<file path="config.mk">
export PLATFORM = sky130hd
export DESIGN_NAME = dla_frame_buffer
export DESIGN_NICKNAME = d
export VERILOG_FILES = /design/src/common/dla_pkg.sv /design/src/common/fb_pkg.sv /design/src/common/fb_if.sv /design/src/dla/dla_walker.sv /design/src/verilog/frame_store.sv /design/src/verilog/fb_scanout.sv /design/src/verilog/dla_frame_buffer.sv
export SDC_FILE = /design/constraint.sdc
export NUM_CORES = 2
export LEC_CHECK = 0
export CAP_MARGIN = 0
export CORE_MARGIN = 8
export CORE_UTILIZATION = 25
export CTS_BUF_LIST = sky130_fd_sc_hd__clkbuf_2 sky130_fd_sc_hd__clkbuf_4 sky130_fd_sc_hd__clkbuf_8
export DETAILED_ROUTE_END_ITERATION = 10
export DONT_BUFFER_PORTS = 1
export PLACE_DENSITY = 0.41
export SKIP_LAST_GASP = 1
export SYNTH_ARGS = -nofsm -noshare
export SYNTH_HDL_FRONTEND = slang
export SYNTH_SLANG_ARGS = --single-unit
</file>
<file path="constraint.sdc">
create_clock -name sys_clk -period 28.2 [get_ports sys_clk]
set_input_delay 1.41 -clock sys_clk [delete_from_list [all_inputs] [get_ports sys_clk]]
set_output_delay 1.41 -clock sys_clk [all_outputs]
set_load 0.02 [all_outputs]
</file>
<file path="src/common/dla_pkg.sv">
// Walker sequencing and seed-shape definitions for the DLA engine.
// Imported by the walker, the top level and the testbench.
package dla_pkg;

    // ----------------------------------------------
    // Walker FSM states
    // ----------------------------------------------
    // Clear and seed run once per start, then
    // SPAWN..MOVE loop once per particle
    typedef enum logic [2:0] {
        IDLE   = 3'd0,   // waiting for start
        CLEAR  = 3'd1,   // zero every pixel
        SEED   = 3'd2,   // plant initial cluster
        SPAWN  = 3'd3,   // new particle from LFSR
        PROBE  = 3'd4,   // four neighbour reads
        DECIDE = 3'd5,   // wait for read data
        STICK  = 3'd6,   // freeze particle in place
        MOVE   = 3'd7    // one random step
    } walk_state_t;

    // ----------------------------------------------
    // Seed shapes
    // ----------------------------------------------
    // Point sits at the frame centre, line fills the bottom row
    typedef enum logic {
        SEED_POINT = 1'b0,
        SEED_LINE  = 1'b1
    } seed_type_t;

endpackage

</file>
<file path="src/common/fb_pkg.sv">
// Frame-buffer geometry, credit depth and request opcodes.
// Imported by the bus interface and every memory client.
package fb_pkg;

    // Bits per coordinate, frame is square
    localparam int COORD_W    = 5;
    // Pixel address is {row, column}
    localparam int ADDR_W     = 2 * COORD_W;
    localparam int FB_DEPTH   = 1 << ADDR_W;

    // Credits per client, also the per-client queue depth
    localparam int FB_CREDITS = 2;

    // Request opcode
    typedef enum logic {
        FB_READ  = 1'b0,
        FB_WRITE = 1'b1
    } fb_op_t;

endpackage

</file>
<file path="src/common/fb_if.sv">
// One client's link to the frame store.
// Requests go out, read data and credit returns come back.
`timescale 1ns/1ps

interface fb_if;
    import fb_pkg::*;

    // Client side request, one cycle per credit spent
    logic              req_valid;
    fb_op_t            op;
    logic [ADDR_W-1:0] addr;
    logic              wdata;

    // Store side completion
    logic              rvalid;
    logic              rdata;
    // One pulse per finished request
    logic              credit_ret;

    modport client (
        output req_valid, op, addr, wdata,
        input  rvalid, rdata, credit_ret
    );

    modport store (
        input  req_valid, op, addr, wdata,
        output rvalid, rdata, credit_ret
    );

endinterface

</file>
<file path="src/dla/dla_walker.sv">
// DLA growth engine: clears the frame, plants the seed, then walks particles
// until they touch the cluster. Talks to the frame store over a credit bus.
`timescale 1ns/1ps

module dla_walker #(
    parameter int          N_PARTICLES = 40,
    parameter int          MAX_STEPS   = 4096,
    parameter logic [15:0] LFSR_SEED   = 16'hace1
) (
    input  logic                 sys_clk,
    input  logic                 reset,
    input  logic                 start,
    input  dla_pkg::seed_type_t  dla_type,
    output logic                 busy,
    output logic                 done,
    fb_if.client                 bus
);
    import dla_pkg::*;
    import fb_pkg::*;

    localparam int PART_W = $clog2(N_PARTICLES + 1);
    localparam int STEP_W = $clog2(MAX_STEPS + 1);
    localparam int CRED_W = $clog2(FB_CREDITS + 1);
    localparam logic [COORD_W-1:0] CENTER = COORD_W'(1 << (COORD_W - 1));

    walk_state_t        state;
    seed_type_t         seed_q;
    logic [15:0]        lfsr;
    logic [15:0]        lfsr_nxt;
    logic [COORD_W-1:0] pos_x;
    logic [COORD_W-1:0] pos_y;
    logic [ADDR_W-1:0]  clr_addr;
    logic [COORD_W-1:0] seed_col;
    logic [1:0]         nb_idx;
    logic [2:0]         rd_out;
    logic               hit;
    logic               wr_sent;
    logic [PART_W-1:0]  part_cnt;
    logic [STEP_W-1:0]  step_cnt;
    logic [CRED_W-1:0]  credits;
    logic               want;
    logic               issue;
    logic               last_part;
    fb_op_t             req_op;
    logic [ADDR_W-1:0]  req_addr;
    logic               req_wdata;

    // Fibonacci LFSR, taps 16 14 13 11
    assign lfsr_nxt  = {lfsr[14:0], lfsr[15] ^ lfsr[13] ^ lfsr[12] ^ lfsr[10]};
    assign last_part = (part_cnt == PART_W'(N_PARTICLES - 1));
    assign busy      = (state != IDLE);

    // ----------------------------------------------
    // Request generation
    // ----------------------------------------------
    always_comb begin
        want      = 1'b0;
        req_op    = FB_WRITE;
        req_addr  = {pos_y, pos_x};
        req_wdata = 1'b1;
        case (state)
            CLEAR: begin
                want      = 1'b1;
                req_addr  = clr_addr;
                req_wdata = 1'b0;
            end
            SEED: begin
                want     = 1'b1;
                // Bottom row for the line seed
                req_addr = (seed_q == SEED_POINT) ? {CENTER, CENTER}
                                                  : {{COORD_W{1'b1}}, seed_col};
            end
            PROBE: begin
                want   = 1'b1;
                req_op = FB_READ;
                // Right, left, down, up, all wrapping
                case (nb_idx)
                    2'd0:    req_addr = {pos_y, pos_x + 1'b1};
                    2'd1:    req_addr = {pos_y, pos_x - 1'b1};
                    2'd2:    req_addr = {pos_y + 1'b1, pos_x};
                    default: req_addr = {pos_y - 1'b1, pos_x};
                endcase
            end
            STICK:   want = !wr_sent;
            default: want = 1'b0;
        endcase
        // Only spend a credit we actually hold
        issue = want && (credits != '0);
    end

    assign bus.req_valid = issue;
    assign bus.op        = req_op;
    assign bus.addr      = req_addr;
    assign bus.wdata     = req_wdata;

    // ----------------------------------------------
    // Sequencer
    // ----------------------------------------------
    always_ff @(posedge sys_clk) begin
        if (reset) begin
            state    <= IDLE;
            seed_q   <= SEED_POINT;
            done     <= 1'b0;
            credits  <= CRED_W'(FB_CREDITS);
            rd_out   <= '0;
            hit      <= 1'b0;
            wr_sent  <= 1'b0;
            lfsr     <= LFSR_SEED;
            pos_x    <= '0;
            pos_y    <= '0;
            clr_addr <= '0;
            seed_col <= '0;
            nb_idx   <= '0;
            part_cnt <= '0;
            step_cnt <= '0;
        end else begin
            done    <= 1'b0;
            credits <= credits - CRED_W'(issue) + CRED_W'(bus.credit_ret);
            // Reads in flight for the current probe
            rd_out  <= rd_out + 3'(issue && (req_op == FB_READ)) - 3'(bus.rvalid);
            // Any occupied neighbour makes the particle stick
            if (bus.rvalid && bus.rdata)
                hit <= 1'b1;

            case (state)
                IDLE: if (start) begin
                    lfsr     <= LFSR_SEED;
                    seed_q   <= dla_type;
                    clr_addr <= '0;
                    seed_col <= '0;
                    part_cnt <= '0;
                    wr_sent  <= 1'b0;
                    state    <= CLEAR;
                end
                CLEAR: if (issue) begin
                    clr_addr <= clr_addr + 1'b1;
                    if (clr_addr == '1)
                        state <= SEED;
                end
                SEED: if (issue) begin
                    seed_col <= seed_col + 1'b1;
                    if (seed_q == SEED_POINT || seed_col == '1)
                        state <= SPAWN;
                end
                SPAWN: begin
                    lfsr     <= lfsr_nxt;
                    pos_x    <= lfsr_nxt[COORD_W-1:0];
                    pos_y    <= lfsr_nxt[2*COORD_W-1:COORD_W];
                    step_cnt <= '0;
                    nb_idx   <= '0;
                    hit      <= 1'b0;
                    state    <= PROBE;
                end
                PROBE: if (issue) begin
                    nb_idx <= nb_idx + 1'b1;
                    if (nb_idx == 2'd3)
                        state <= DECIDE;
                end
                DECIDE: if (rd_out == '0) begin
                    if (hit) begin
                        state <= STICK;
                    end else if (step_cnt == STEP_W'(MAX_STEPS)) begin
                        // Walked too far, drop it
                        if (last_part) begin
                            state <= IDLE;
                            done  <= 1'b1;
                        end else begin
                            part_cnt <= part_cnt + 1'b1;
                            state    <= SPAWN;
                        end
                    end else begin
                        state <= MOVE;
                    end
                end
                STICK: begin
                    if (!wr_sent) begin
                        if (issue && last_part) begin
                            wr_sent <= 1'b1;
                        end else if (issue) begin
                            part_cnt <= part_cnt + 1'b1;
                            state    <= SPAWN;
                        end
                    end else if (credits == CRED_W'(FB_CREDITS)) begin
                        // Final write has landed
                        state <= IDLE;
                        done  <= 1'b1;
                    end
                end
                MOVE: begin
                    lfsr <= lfsr_nxt;
                    case (lfsr_nxt[1:0])
                        2'd0:    pos_x <= pos_x + 1'b1;
                        2'd1:    pos_x <= pos_x - 1'b1;
                        2'd2:    pos_y <= pos_y + 1'b1;
                        default: pos_y <= pos_y - 1'b1;
                    endcase
                    step_cnt <= step_cnt + 1'b1;
                    nb_idx   <= '0;
                    hit      <= 1'b0;
                    state    <= PROBE;
                end
                default: state <= IDLE;
            endcase
        end
    end

endmodule

</file>
<file path="src/verilog/frame_store.sv">
// Single-port frame memory shared by two credit-based clients.
// Each client has its own small queue; service alternates under contention.
`timescale 1ns/1ps

module frame_store (
    input  logic sys_clk,
    input  logic reset,
    fb_if.store  walk,
    fb_if.store  scan
);
    import fb_pkg::*;

    localparam int N_CLI = 2;
    localparam int PTR_W = (FB_CREDITS > 1) ? $clog2(FB_CREDITS) : 1;
    localparam int CNT_W = $clog2(FB_CREDITS + 1);

    // Client 0 is the walker, client 1 the scanout
    logic [N_CLI-1:0]  req_v;
    fb_op_t            req_op    [N_CLI];
    logic [ADDR_W-1:0] req_addr  [N_CLI];
    logic              req_wdata [N_CLI];

    fb_op_t            q_op    [N_CLI][FB_CREDITS];
    logic [ADDR_W-1:0] q_addr  [N_CLI][FB_CREDITS];
    logic              q_wdata [N_CLI][FB_CREDITS];
    logic [PTR_W-1:0]  wr_ptr  [N_CLI];
    logic [PTR_W-1:0]  rd_ptr  [N_CLI];
    logic [CNT_W-1:0]  q_cnt   [N_CLI];
    logic [N_CLI-1:0]  q_ne;
    logic [N_CLI-1:0]  q_pop;

    logic              mem [FB_DEPTH];
    logic              prio;
    logic              serve;
    logic              sel;
    fb_op_t            sel_op;
    logic [ADDR_W-1:0] sel_addr;
    logic              sel_wdata;
    logic              rsp_valid;
    logic              rsp_client;
    logic              rsp_read;
    logic              rsp_data;

    assign req_v     = {scan.req_valid, walk.req_valid};
    assign req_op    = '{walk.op, scan.op};
    assign req_addr  = '{walk.addr, scan.addr};
    assign req_wdata = '{walk.wdata, scan.wdata};

    // ----------------------------------------------
    // Arbitration
    // ----------------------------------------------
    always_comb begin
        for (int c = 0; c < N_CLI; c++)
            q_ne[c] = (q_cnt[c] != '0);
        serve = |q_ne;
        // Round robin only matters when both are waiting
        sel   = (&q_ne) ? prio : q_ne[1];
        for (int c = 0; c < N_CLI; c++)
            q_pop[c] = serve && (sel == 1'(c));
        sel_op    = q_op[sel][rd_ptr[sel]];
        sel_addr  = q_addr[sel][rd_ptr[sel]];
        sel_wdata = q_wdata[sel][rd_ptr[sel]];
    end

    // Queue payload
    always_ff @(posedge sys_clk) begin
        for (int c = 0; c < N_CLI; c++) begin
            if (req_v[c]) begin
                q_op[c][wr_ptr[c]]    <= req_op[c];
                q_addr[c][wr_ptr[c]]  <= req_addr[c];
                q_wdata[c][wr_ptr[c]] <= req_wdata[c];
            end
        end
    end

    // Queue pointers, counts and return strobe
    always_ff @(posedge sys_clk) begin
        if (reset) begin
            for (int c = 0; c < N_CLI; c++) begin
                wr_ptr[c] <= '0;
                rd_ptr[c] <= '0;
                q_cnt[c]  <= '0;
            end
            prio      <= 1'b0;
            rsp_valid <= 1'b0;
        end else begin
            for (int c = 0; c < N_CLI; c++) begin
                if (req_v[c])
                    wr_ptr[c] <= (wr_ptr[c] == PTR_W'(FB_CREDITS - 1)) ? '0 : wr_ptr[c] + 1'b1;
                if (q_pop[c])
                    rd_ptr[c] <= (rd_ptr[c] == PTR_W'(FB_CREDITS - 1)) ? '0 : rd_ptr[c] + 1'b1;
                q_cnt[c] <= q_cnt[c] + CNT_W'(req_v[c]) - CNT_W'(q_pop[c]);
            end
            if (&q_ne)
                prio <= ~sel;
            rsp_valid <= serve;
        end
    end

    // ----------------------------------------------
    // Memory and return stage
    // ----------------------------------------------
    always_ff @(posedge sys_clk) begin
        if (serve && sel_op == FB_WRITE)
            mem[sel_addr] <= sel_wdata;
        rsp_data   <= mem[sel_addr];
        rsp_client <= sel;
        rsp_read   <= (sel_op == FB_READ);
    end

    // Credit back for every op, data only for reads
    assign walk.credit_ret = rsp_valid && !rsp_client;
    assign walk.rvalid     = rsp_valid && rsp_read && !rsp_client;
    assign walk.rdata      = rsp_data;
    assign scan.credit_ret = rsp_valid && rsp_client;
    assign scan.rvalid     = rsp_valid && rsp_read && rsp_client;
    assign scan.rdata      = rsp_data;

endmodule

</file>
<file path="src/verilog/fb_scanout.sv">
// Raster reader for the frame store, turns read returns into a pixel stream.
// Keeps reading while scan_enable is high and always finishes a frame.
`timescale 1ns/1ps

module fb_scanout (
    input  logic sys_clk,
    input  logic reset,
    input  logic scan_enable,
    fb_if.client bus,
    output logic pixel_valid,
    output logic pixel,
    output logic frame_start
);
    import fb_pkg::*;

    localparam int CRED_W = $clog2(FB_CREDITS + 1);

    logic [CRED_W-1:0] credits;
    // Next address to request
    logic [ADDR_W-1:0] req_addr;
    // Address of the next returned pixel
    logic [ADDR_W-1:0] rsp_addr;
    logic              issue;

    // ----------------------------------------------
    // Request side
    // ----------------------------------------------
    // A frame already started runs to its last address
    assign issue = (credits != '0) && (scan_enable || req_addr != '0);

    assign bus.req_valid = issue;
    assign bus.op        = FB_READ;
    assign bus.addr      = req_addr;
    assign bus.wdata     = 1'b0;

    always_ff @(posedge sys_clk) begin
        if (reset) begin
            credits     <= CRED_W'(FB_CREDITS);
            req_addr    <= '0;
            rsp_addr    <= '0;
            pixel_valid <= 1'b0;
            frame_start <= 1'b0;
        end else begin
            credits <= credits - CRED_W'(issue) + CRED_W'(bus.credit_ret);
            if (issue)
                req_addr <= req_addr + 1'b1;
            // Responses return in order, so a counter tags them
            if (bus.rvalid)
                rsp_addr <= rsp_addr + 1'b1;
            pixel_valid <= bus.rvalid;
            frame_start <= bus.rvalid && (rsp_addr == '0);
        end
    end

    // ----------------------------------------------
    // Pixel data
    // ----------------------------------------------
    always_ff @(posedge sys_clk) begin
        if (bus.rvalid)
            pixel <= bus.rdata;
    end

endmodule

</file>
<file path="src/verilog/dla_frame_buffer.sv">
// DLA engine top: walker and scanout share one frame store.
// Set the particle count, walk limit and LFSR seed here.
`timescale 1ns/1ps

module dla_frame_buffer #(
    parameter int          N_PARTICLES = 40,
    parameter int          MAX_STEPS   = 4096,
    parameter logic [15:0] LFSR_SEED   = 16'hace1
) (
    input  logic                sys_clk,
    input  logic                reset,
    input  logic                start,
    input  dla_pkg::seed_type_t dla_type,
    output logic                busy,
    output logic                done,
    input  logic                scan_enable,
    output logic                pixel_valid,
    output logic                pixel,
    output logic                frame_start
);

    // One credit bus per client
    fb_if walk_bus ();
    fb_if scan_bus ();

    // ----------------------------------------------
    // Clients
    // ----------------------------------------------
    dla_walker #(
        .N_PARTICLES (N_PARTICLES),
        .MAX_STEPS   (MAX_STEPS),
        .LFSR_SEED   (LFSR_SEED)
    ) u_dla_walker (
        .sys_clk     (sys_clk),
        .reset       (reset),
        .start       (start),
        .dla_type    (dla_type),
        .busy        (busy),
        .done        (done),
        .bus         (walk_bus.client)
    );

    fb_scanout u_fb_scanout (
        .sys_clk     (sys_clk),
        .reset       (reset),
        .scan_enable (scan_enable),
        .bus         (scan_bus.client),
        .pixel_valid (pixel_valid),
        .pixel       (pixel),
        .frame_start (frame_start)
    );

    // Shared memory and arbiter
    frame_store u_frame_store (
        .sys_clk     (sys_clk),
        .reset       (reset),
        .walk        (walk_bus.store),
        .scan        (scan_bus.store)
    );

endmodule

</file>
======== Word-level counts from Yosys, hierarchy flattened ========
Memory sizes are Yosys's and may differ from the RTL's. A register that Yosys moved wholly into a read port is not among the register bits.
Index checks and enable logic that the tools add are counted.
word-level totals
  register bits ........................... 103
  RAM bits ................................ 1,080
  bits of input ports ..................... 5
  output and inout bits ................... 5
  memories ................................ 7
cells by class
  $add $sub $neg .......................... 25
  order comparisons ....................... 5
  equality and inequality tests ........... 36
  mux-type cells .......................... 106
  bitwise operators ....................... 15
  reduce and logical (&&, ||, !) cells .... 54
memories
  memory                 words  width  rd ports  clocked after Yosys merged registers in  write ports  line               text
  u_frame_store.mem      1,024  1      1         1                                        1            frame_store.sv:32  logic mem [FB_DEPTH];
  u_frame_store.q_addr   2      20     1         0                                        2            frame_store.sv:24  logic [ADDR_W-1:0] q_addr [N_CLI][FB_CREDITS];
  u_frame_store.q_cnt    2      2      2         0                                        2            frame_store.sv:28  logic [CNT_W-1:0] q_cnt [N_CLI];
  u_frame_store.q_op     2      2      1         0                                        2            frame_store.sv:23  fb_op_t q_op [N_CLI][FB_CREDITS];
  u_frame_store.q_wdata  2      2      1         0                                        2            frame_store.sv:25  logic q_wdata [N_CLI][FB_CREDITS];
  u_frame_store.rd_ptr   2      1      3         0                                        2            frame_store.sv:27  logic [PTR_W-1:0] rd_ptr [N_CLI];
  1 more memories        n/a    n/a    n/a       n/a                                      n/a          n/a
operators with widths
  kind                   count
  $mux 10                7
  $pmux 10 s3            2
  $pmux 5 s2             5
  $mux 6                 8
  $mux 1                 45
  $mux 3                 14
  $mux 20                2
  $pmux 16 s2            1
  $add 10x1->10 const B  3
  $pmux 13 s2            1
  $pmux 3 s7             1
  $demux 10 s1           2
  $pmux 10 s2            1
  $reduce_bool 2->1      10
  $pmux 6 s3             1
  $logic_and 1x1->1      16
  $mux 16                1
  $ne 2x1->1 const B     8
  $add 5x1->5 const B    3
  $ne 2x2->1 const B     7
  $reduce_and 2->1       7
  $add 13x1->13 const B  1
  $eq 13x13->1 const B   1
  $eq 3x3->1 const B     4
  42 further kinds       90

======== Depth between registers and ports, before layout ========
An unclocked memory read counts as a cell.
  word-level depth ........................ 12
  mapped depth ............................ 13
  gate-level depth less buffers ........... 11

======== By module ========
From an unflattened synthesis, not the netlist that was laid out.
second synthesis, totals
  cells, all modules ...................... 5,293
  area, all modules ....................... 54,629.9 um2
modules (own cells, without submodules)
  module       times used  cells each  area an instance (um2)  sequential area each (um2)
  frame_store  1           4,548       48,753.0                32,491.2
  dla_walker   1           598         4,586.9                 1,481.4
  fb_scanout   1           147         1,290.0                 510.5

======== Worst setup path before layout ========
No wires, ideal clock.
  path kind ............................... register to register
  start ................................... mem u_frame_store.q_cnt[0][3] (netlist name)
  end ..................................... mem u_frame_store.mem[0], data pin
  setup time .............................. 4.968 ns
  arrival ................................. 24.584 ns
  path slack .............................. -1.352 ns
  stages on the path, launching flop included .. 7
  buffers on the path ..................... 2
  clock period less this slack ............ 29.552 ns
  cells stage by stage .................... dfxtp_1 > or2_4 > buf_6 > nand2_1 > inv_2 > buf_2 > nor2_1
RTL lines
  what                line
  start: declaration  frame_store.sv:28
  end: declaration    frame_store.sv:32

==> key figures <==
Critical path
  • Worst Path Buf+Inv: 5
  • Slowest-stage cell, CP: edfxtp_1
  • FF-to-FF Start: u_frame_store.rd_ptr[0]
  • Reg2reg path depth: 14
  • WP depth: 14
  • CP Capture Type: flip-flop
  • Critical path arrival: 6960 ps
  • Max incr delay on CP: 910 ps
  • Critical path peak fanout: ~160
  • Critical path startpoint category: flip-flop
  • Flop-to-flop setup slack: approximately 22000 ps
  • Worst path most repeated cell: buf_4
  • Worst Setup SP: u_frame_store.rd_ptr[0]
  • CP required: ~29000 ps
  • Family with the most delay on the worst path: buffers and inverters
  • Crit Path Class: flip-flop to flip-flop
  • Crit-path cells: mux2i_1 > a21boi_4 > buf_4 > buf_4 > buf_12 > buf_12 > buf_4 > o21ai_0 > a21oi_1 > nor4_1 > a41oi_1 > or4_1 > a22oi_1 > nand4_1

Yosys
  • Syn avg cell area: 10.4 um2
  • Most used DFF post-synth: edfxtp_1
  • Synth area leaders: edfxtp_1 (60%), nor2_1 (8.1%), a21oi_1 (5.1%)
  • Largest area contributor in the netlist: edfxtp_1
  • Yosys warning total: 0
  • Number of synthesized flops with an enable pin: 1073
  • Syn Nets: roughly 5300
  • Post-synth top area share: 0.595
  • Mapped cell area: 54100 um2
  • Yosys reg bits: between 1000 and 1500
  • Ys async rst share: 0
  • Yosys cell types: 75
  • Seq/Total Area, Yosys: 0.635
  • Syn Inst Count: 5219

Worst hold path
  • Hold Crit Class: flip-flop to flip-flop
  • Min-delay src: u_dla_walker.lfsr[11]
  • Hold path cells: 2

Clock network
  • CTS Sinks: 1180
  • Clk Latency, worst-skew pair: 960 ps
  • Clock buffer depth: 3
  • Number of buffers created by CTS: 214
  • Setup Buffers After CTS: 0
  • CTS root buf: clkbuf_8
  • Clk slew on worst S/H paths: 60 ps
  • # resized after CTS: 0
  • # H-tree levels: 4
  • CTS tree: done
  • Hold_buf cts: 0

Routing
  • Antenna Nets Post-Route: 0
  • Drt initial violations: 4408
  • DR vias/cell: 5.17
  • DR DRC count: 0
  • Routed WL: 205000 um
  • Average wire per standard cell: 25.5 um
  • Via Count: ~42000
  • DR pass1 iterations: 9

STA
  • Final Slew Violations: 0
  • Final hold vios: 0
  • Slew HR: 0.140
  • TNS Setup: 0 ps
  • Skew final: 62.7 ps
  • Setup Viol. Count Final: 0
  • RSZ-0062 raised after global routing: false
  • Worst slew pin tran: 1290 ps
  • Max Freq: 165 MHz
  • Final min period: a little over 6000 ps
  • Fin crit share: 0.215

Die
  • Die Y: 481 um
  • Die width: 481 um
  • Core area: 215000 um2
  • Starting Density: 0.252
  • I/O Pins: 10
  • DIE AREA: 232000 um2
  • Row count: 170

Global route
  • Vias in the first global route: 40602
  • Antenna violations before repair: 11
  • Largest net degree at the start of global routing: 250
  • Global Route Usage Sum: 0.171
  • Grt total ovfl: 0
  • First-pass GRT wire length: 294000 um

Place
  • PortBufs: 0
  • Gpl congestion: about 0.76
  • Post-DP HPWL: 101000 um
  • # placed instances: 7672
  • DP Area: 56800 um2

Flow run
  • Max-cap violations: 0

Power
  • Cell Pwr Density: 118 nW/um2
  • VDD IR max: 0.128 mV
  • Leakage: ~18 nW

Final layout
  • # nets final: around 5100
  • Final Cell Area: 61000 um2
  • Synthesis-to-finish area growth: 12.7%
  • Fraction of layout instances using a drive strength above 1: 0.108
  • Layout fillers: between 20000 and 25000
  • Final cell count without fillers: 8059

Status
  • Run status: finished clean
[logic make-up after synthesis]
| family | after synthesis | synth area share |
|---|---|---|
| muxes | 40 | 0.00851 |
| AOI/OAI and AO/OA | 1227 | 0.124 |
| DFF | 1180 | 0.635 |
| and+or+nand+nor | 2137 | 0.175 |
| buffers and inverters | 545 | 0.0415 |
| adders and majority gates | 29 | 0.00684 |
| xor gates and xnor gates | 61 | 0.00987 |
[per-layer routing]
layer | global-route usage | share of wire | vias up
li1 | - | - | 18487
met1 | 0.238 | 0.45 | 21414
met2 | 0.269 | 0.45 | 1391
met3 | 0.0292 | 0.065 | 348
met4 | 0.0585 | 0.033 | 0
met5 | 0 | 0 | -
[report_power, final]
group | switching (mW) | leakage [nW] | internal [mW]
clock network | 0.767 | 2.21 | 0.858
logic | 2.51 | 5.29 | 0.634
registers | 0.0479 | 10.6 | 2.36
total | 3.32 | 18.1 | 3.85
[registers in the layout (all words and copies together), names as in the netlist, 3 cells and up]
signal,count
u_dla_walker.lfsr,16
u_dla_walker.step_cnt,13
u_frame_store.q_cnt,4
u_dla_walker.part_cnt,6
u_dla_walker.pos_x,5
u_fb_scanout.rsp_addr,10
u_frame_store.mem,1024
u_dla_walker.seed_col,5
u_dla_walker.clr_addr,10
u_fb_scanout.bus.addr,10
u_frame_store.q_addr,40
u_dla_walker.rd_out,3
u_dla_walker.state,3
u_dla_walker.pos_y,5
[cells in the final DEF, fill, tap and decap left out, types with 10 or more instances in the layout]
cell type	netlist	routed
nand2_2	0	32
a41oi_1	33	33
o21bai_1	10	10
o22ai_4	5	16
a21oi_1	556	556
a22oi_1	13	13
clkbuf_4	0	74
nand4_1	12	12
mux2i_1	25	25
nand3_1	547	547
nand2_1	163	131
dfxtp_1	107	107
nor2b_1	10	10
clkinv_1	0	53
ha_1	28	28
nand2b_1	11	11
o21ai_0	420	420
xor2_1	35	35
o21ai_1	121	121
clkinv_2	0	17
xnor2_1	26	26
inv_1	36	36
nor4_1	135	134
buf_4	13	115
clkbuf_8	0	223
nor3_1	33	31
or2_2	12	12
nor2_1	1163	1158
edfxtp_1	1073	1073
[final cells by class]
class,count,area [um2],share of cell area
clock buffer,297,3620,0.0594
clock inverter,86,532,0.00872
sequential,1180,34400,0.564
antenna,4,10.0,0.000164
tap,2838,3550,0.0582
timing repair buffer,123,1020,0.0168
multi-input combinational,3494,17700,0.291
inverter,37,139,0.00228
[stage by stage]
stage,total power [mW],utilization,hold WS [ps],setup WS (ps)
after floorplan,4.52,-,409,9710
after global placement,5.57,0.264,443,22080
after detailed placement,5.58,0.264,444,22080
after CTS,7.23,0.284,387,22000
after global routing,7.51,0.284,437,21820
final,7.17,0.284,448,22120
[final timing paths]
check / endpoint
worst max-delay path: u_frame_store.scan.rdata
worst min-delay path: u_dla_walker.lfsr[12]
worst max register to register: u_frame_store.scan.rdata
worst min register to register: u_dla_walker.lfsr[12]
[synth_stat cells (all sizes together) (10+ instances only)]
master  instances
nor2         1164
edfxtp       1073
a21oi         556
nand3         548
o21ai         542
clkbuf        310
buf           198
nand2         163
nor4          143
dfxtp         107
inv            37
xor2           35
nor3           34
a41oi          33
mux2i          31
ha             28
xnor2          26
o22ai          16
a22oi          13
or2            13
nand4          12
nand2b         11
o21bai         11
a211oi         10
and3           10
nor2b          10
[tightest hold or removal path, delay by kind of cell, from the launching register on]
| kind | cells | cell delay [ps] |
|---|---|---|
| AOI/OAI and AO/OA | 1 | 50 |
| DFF | 1 | 310 |
| and+or+nand+nor | 1 | 50 |
Power figures use the tool's default switching activity.
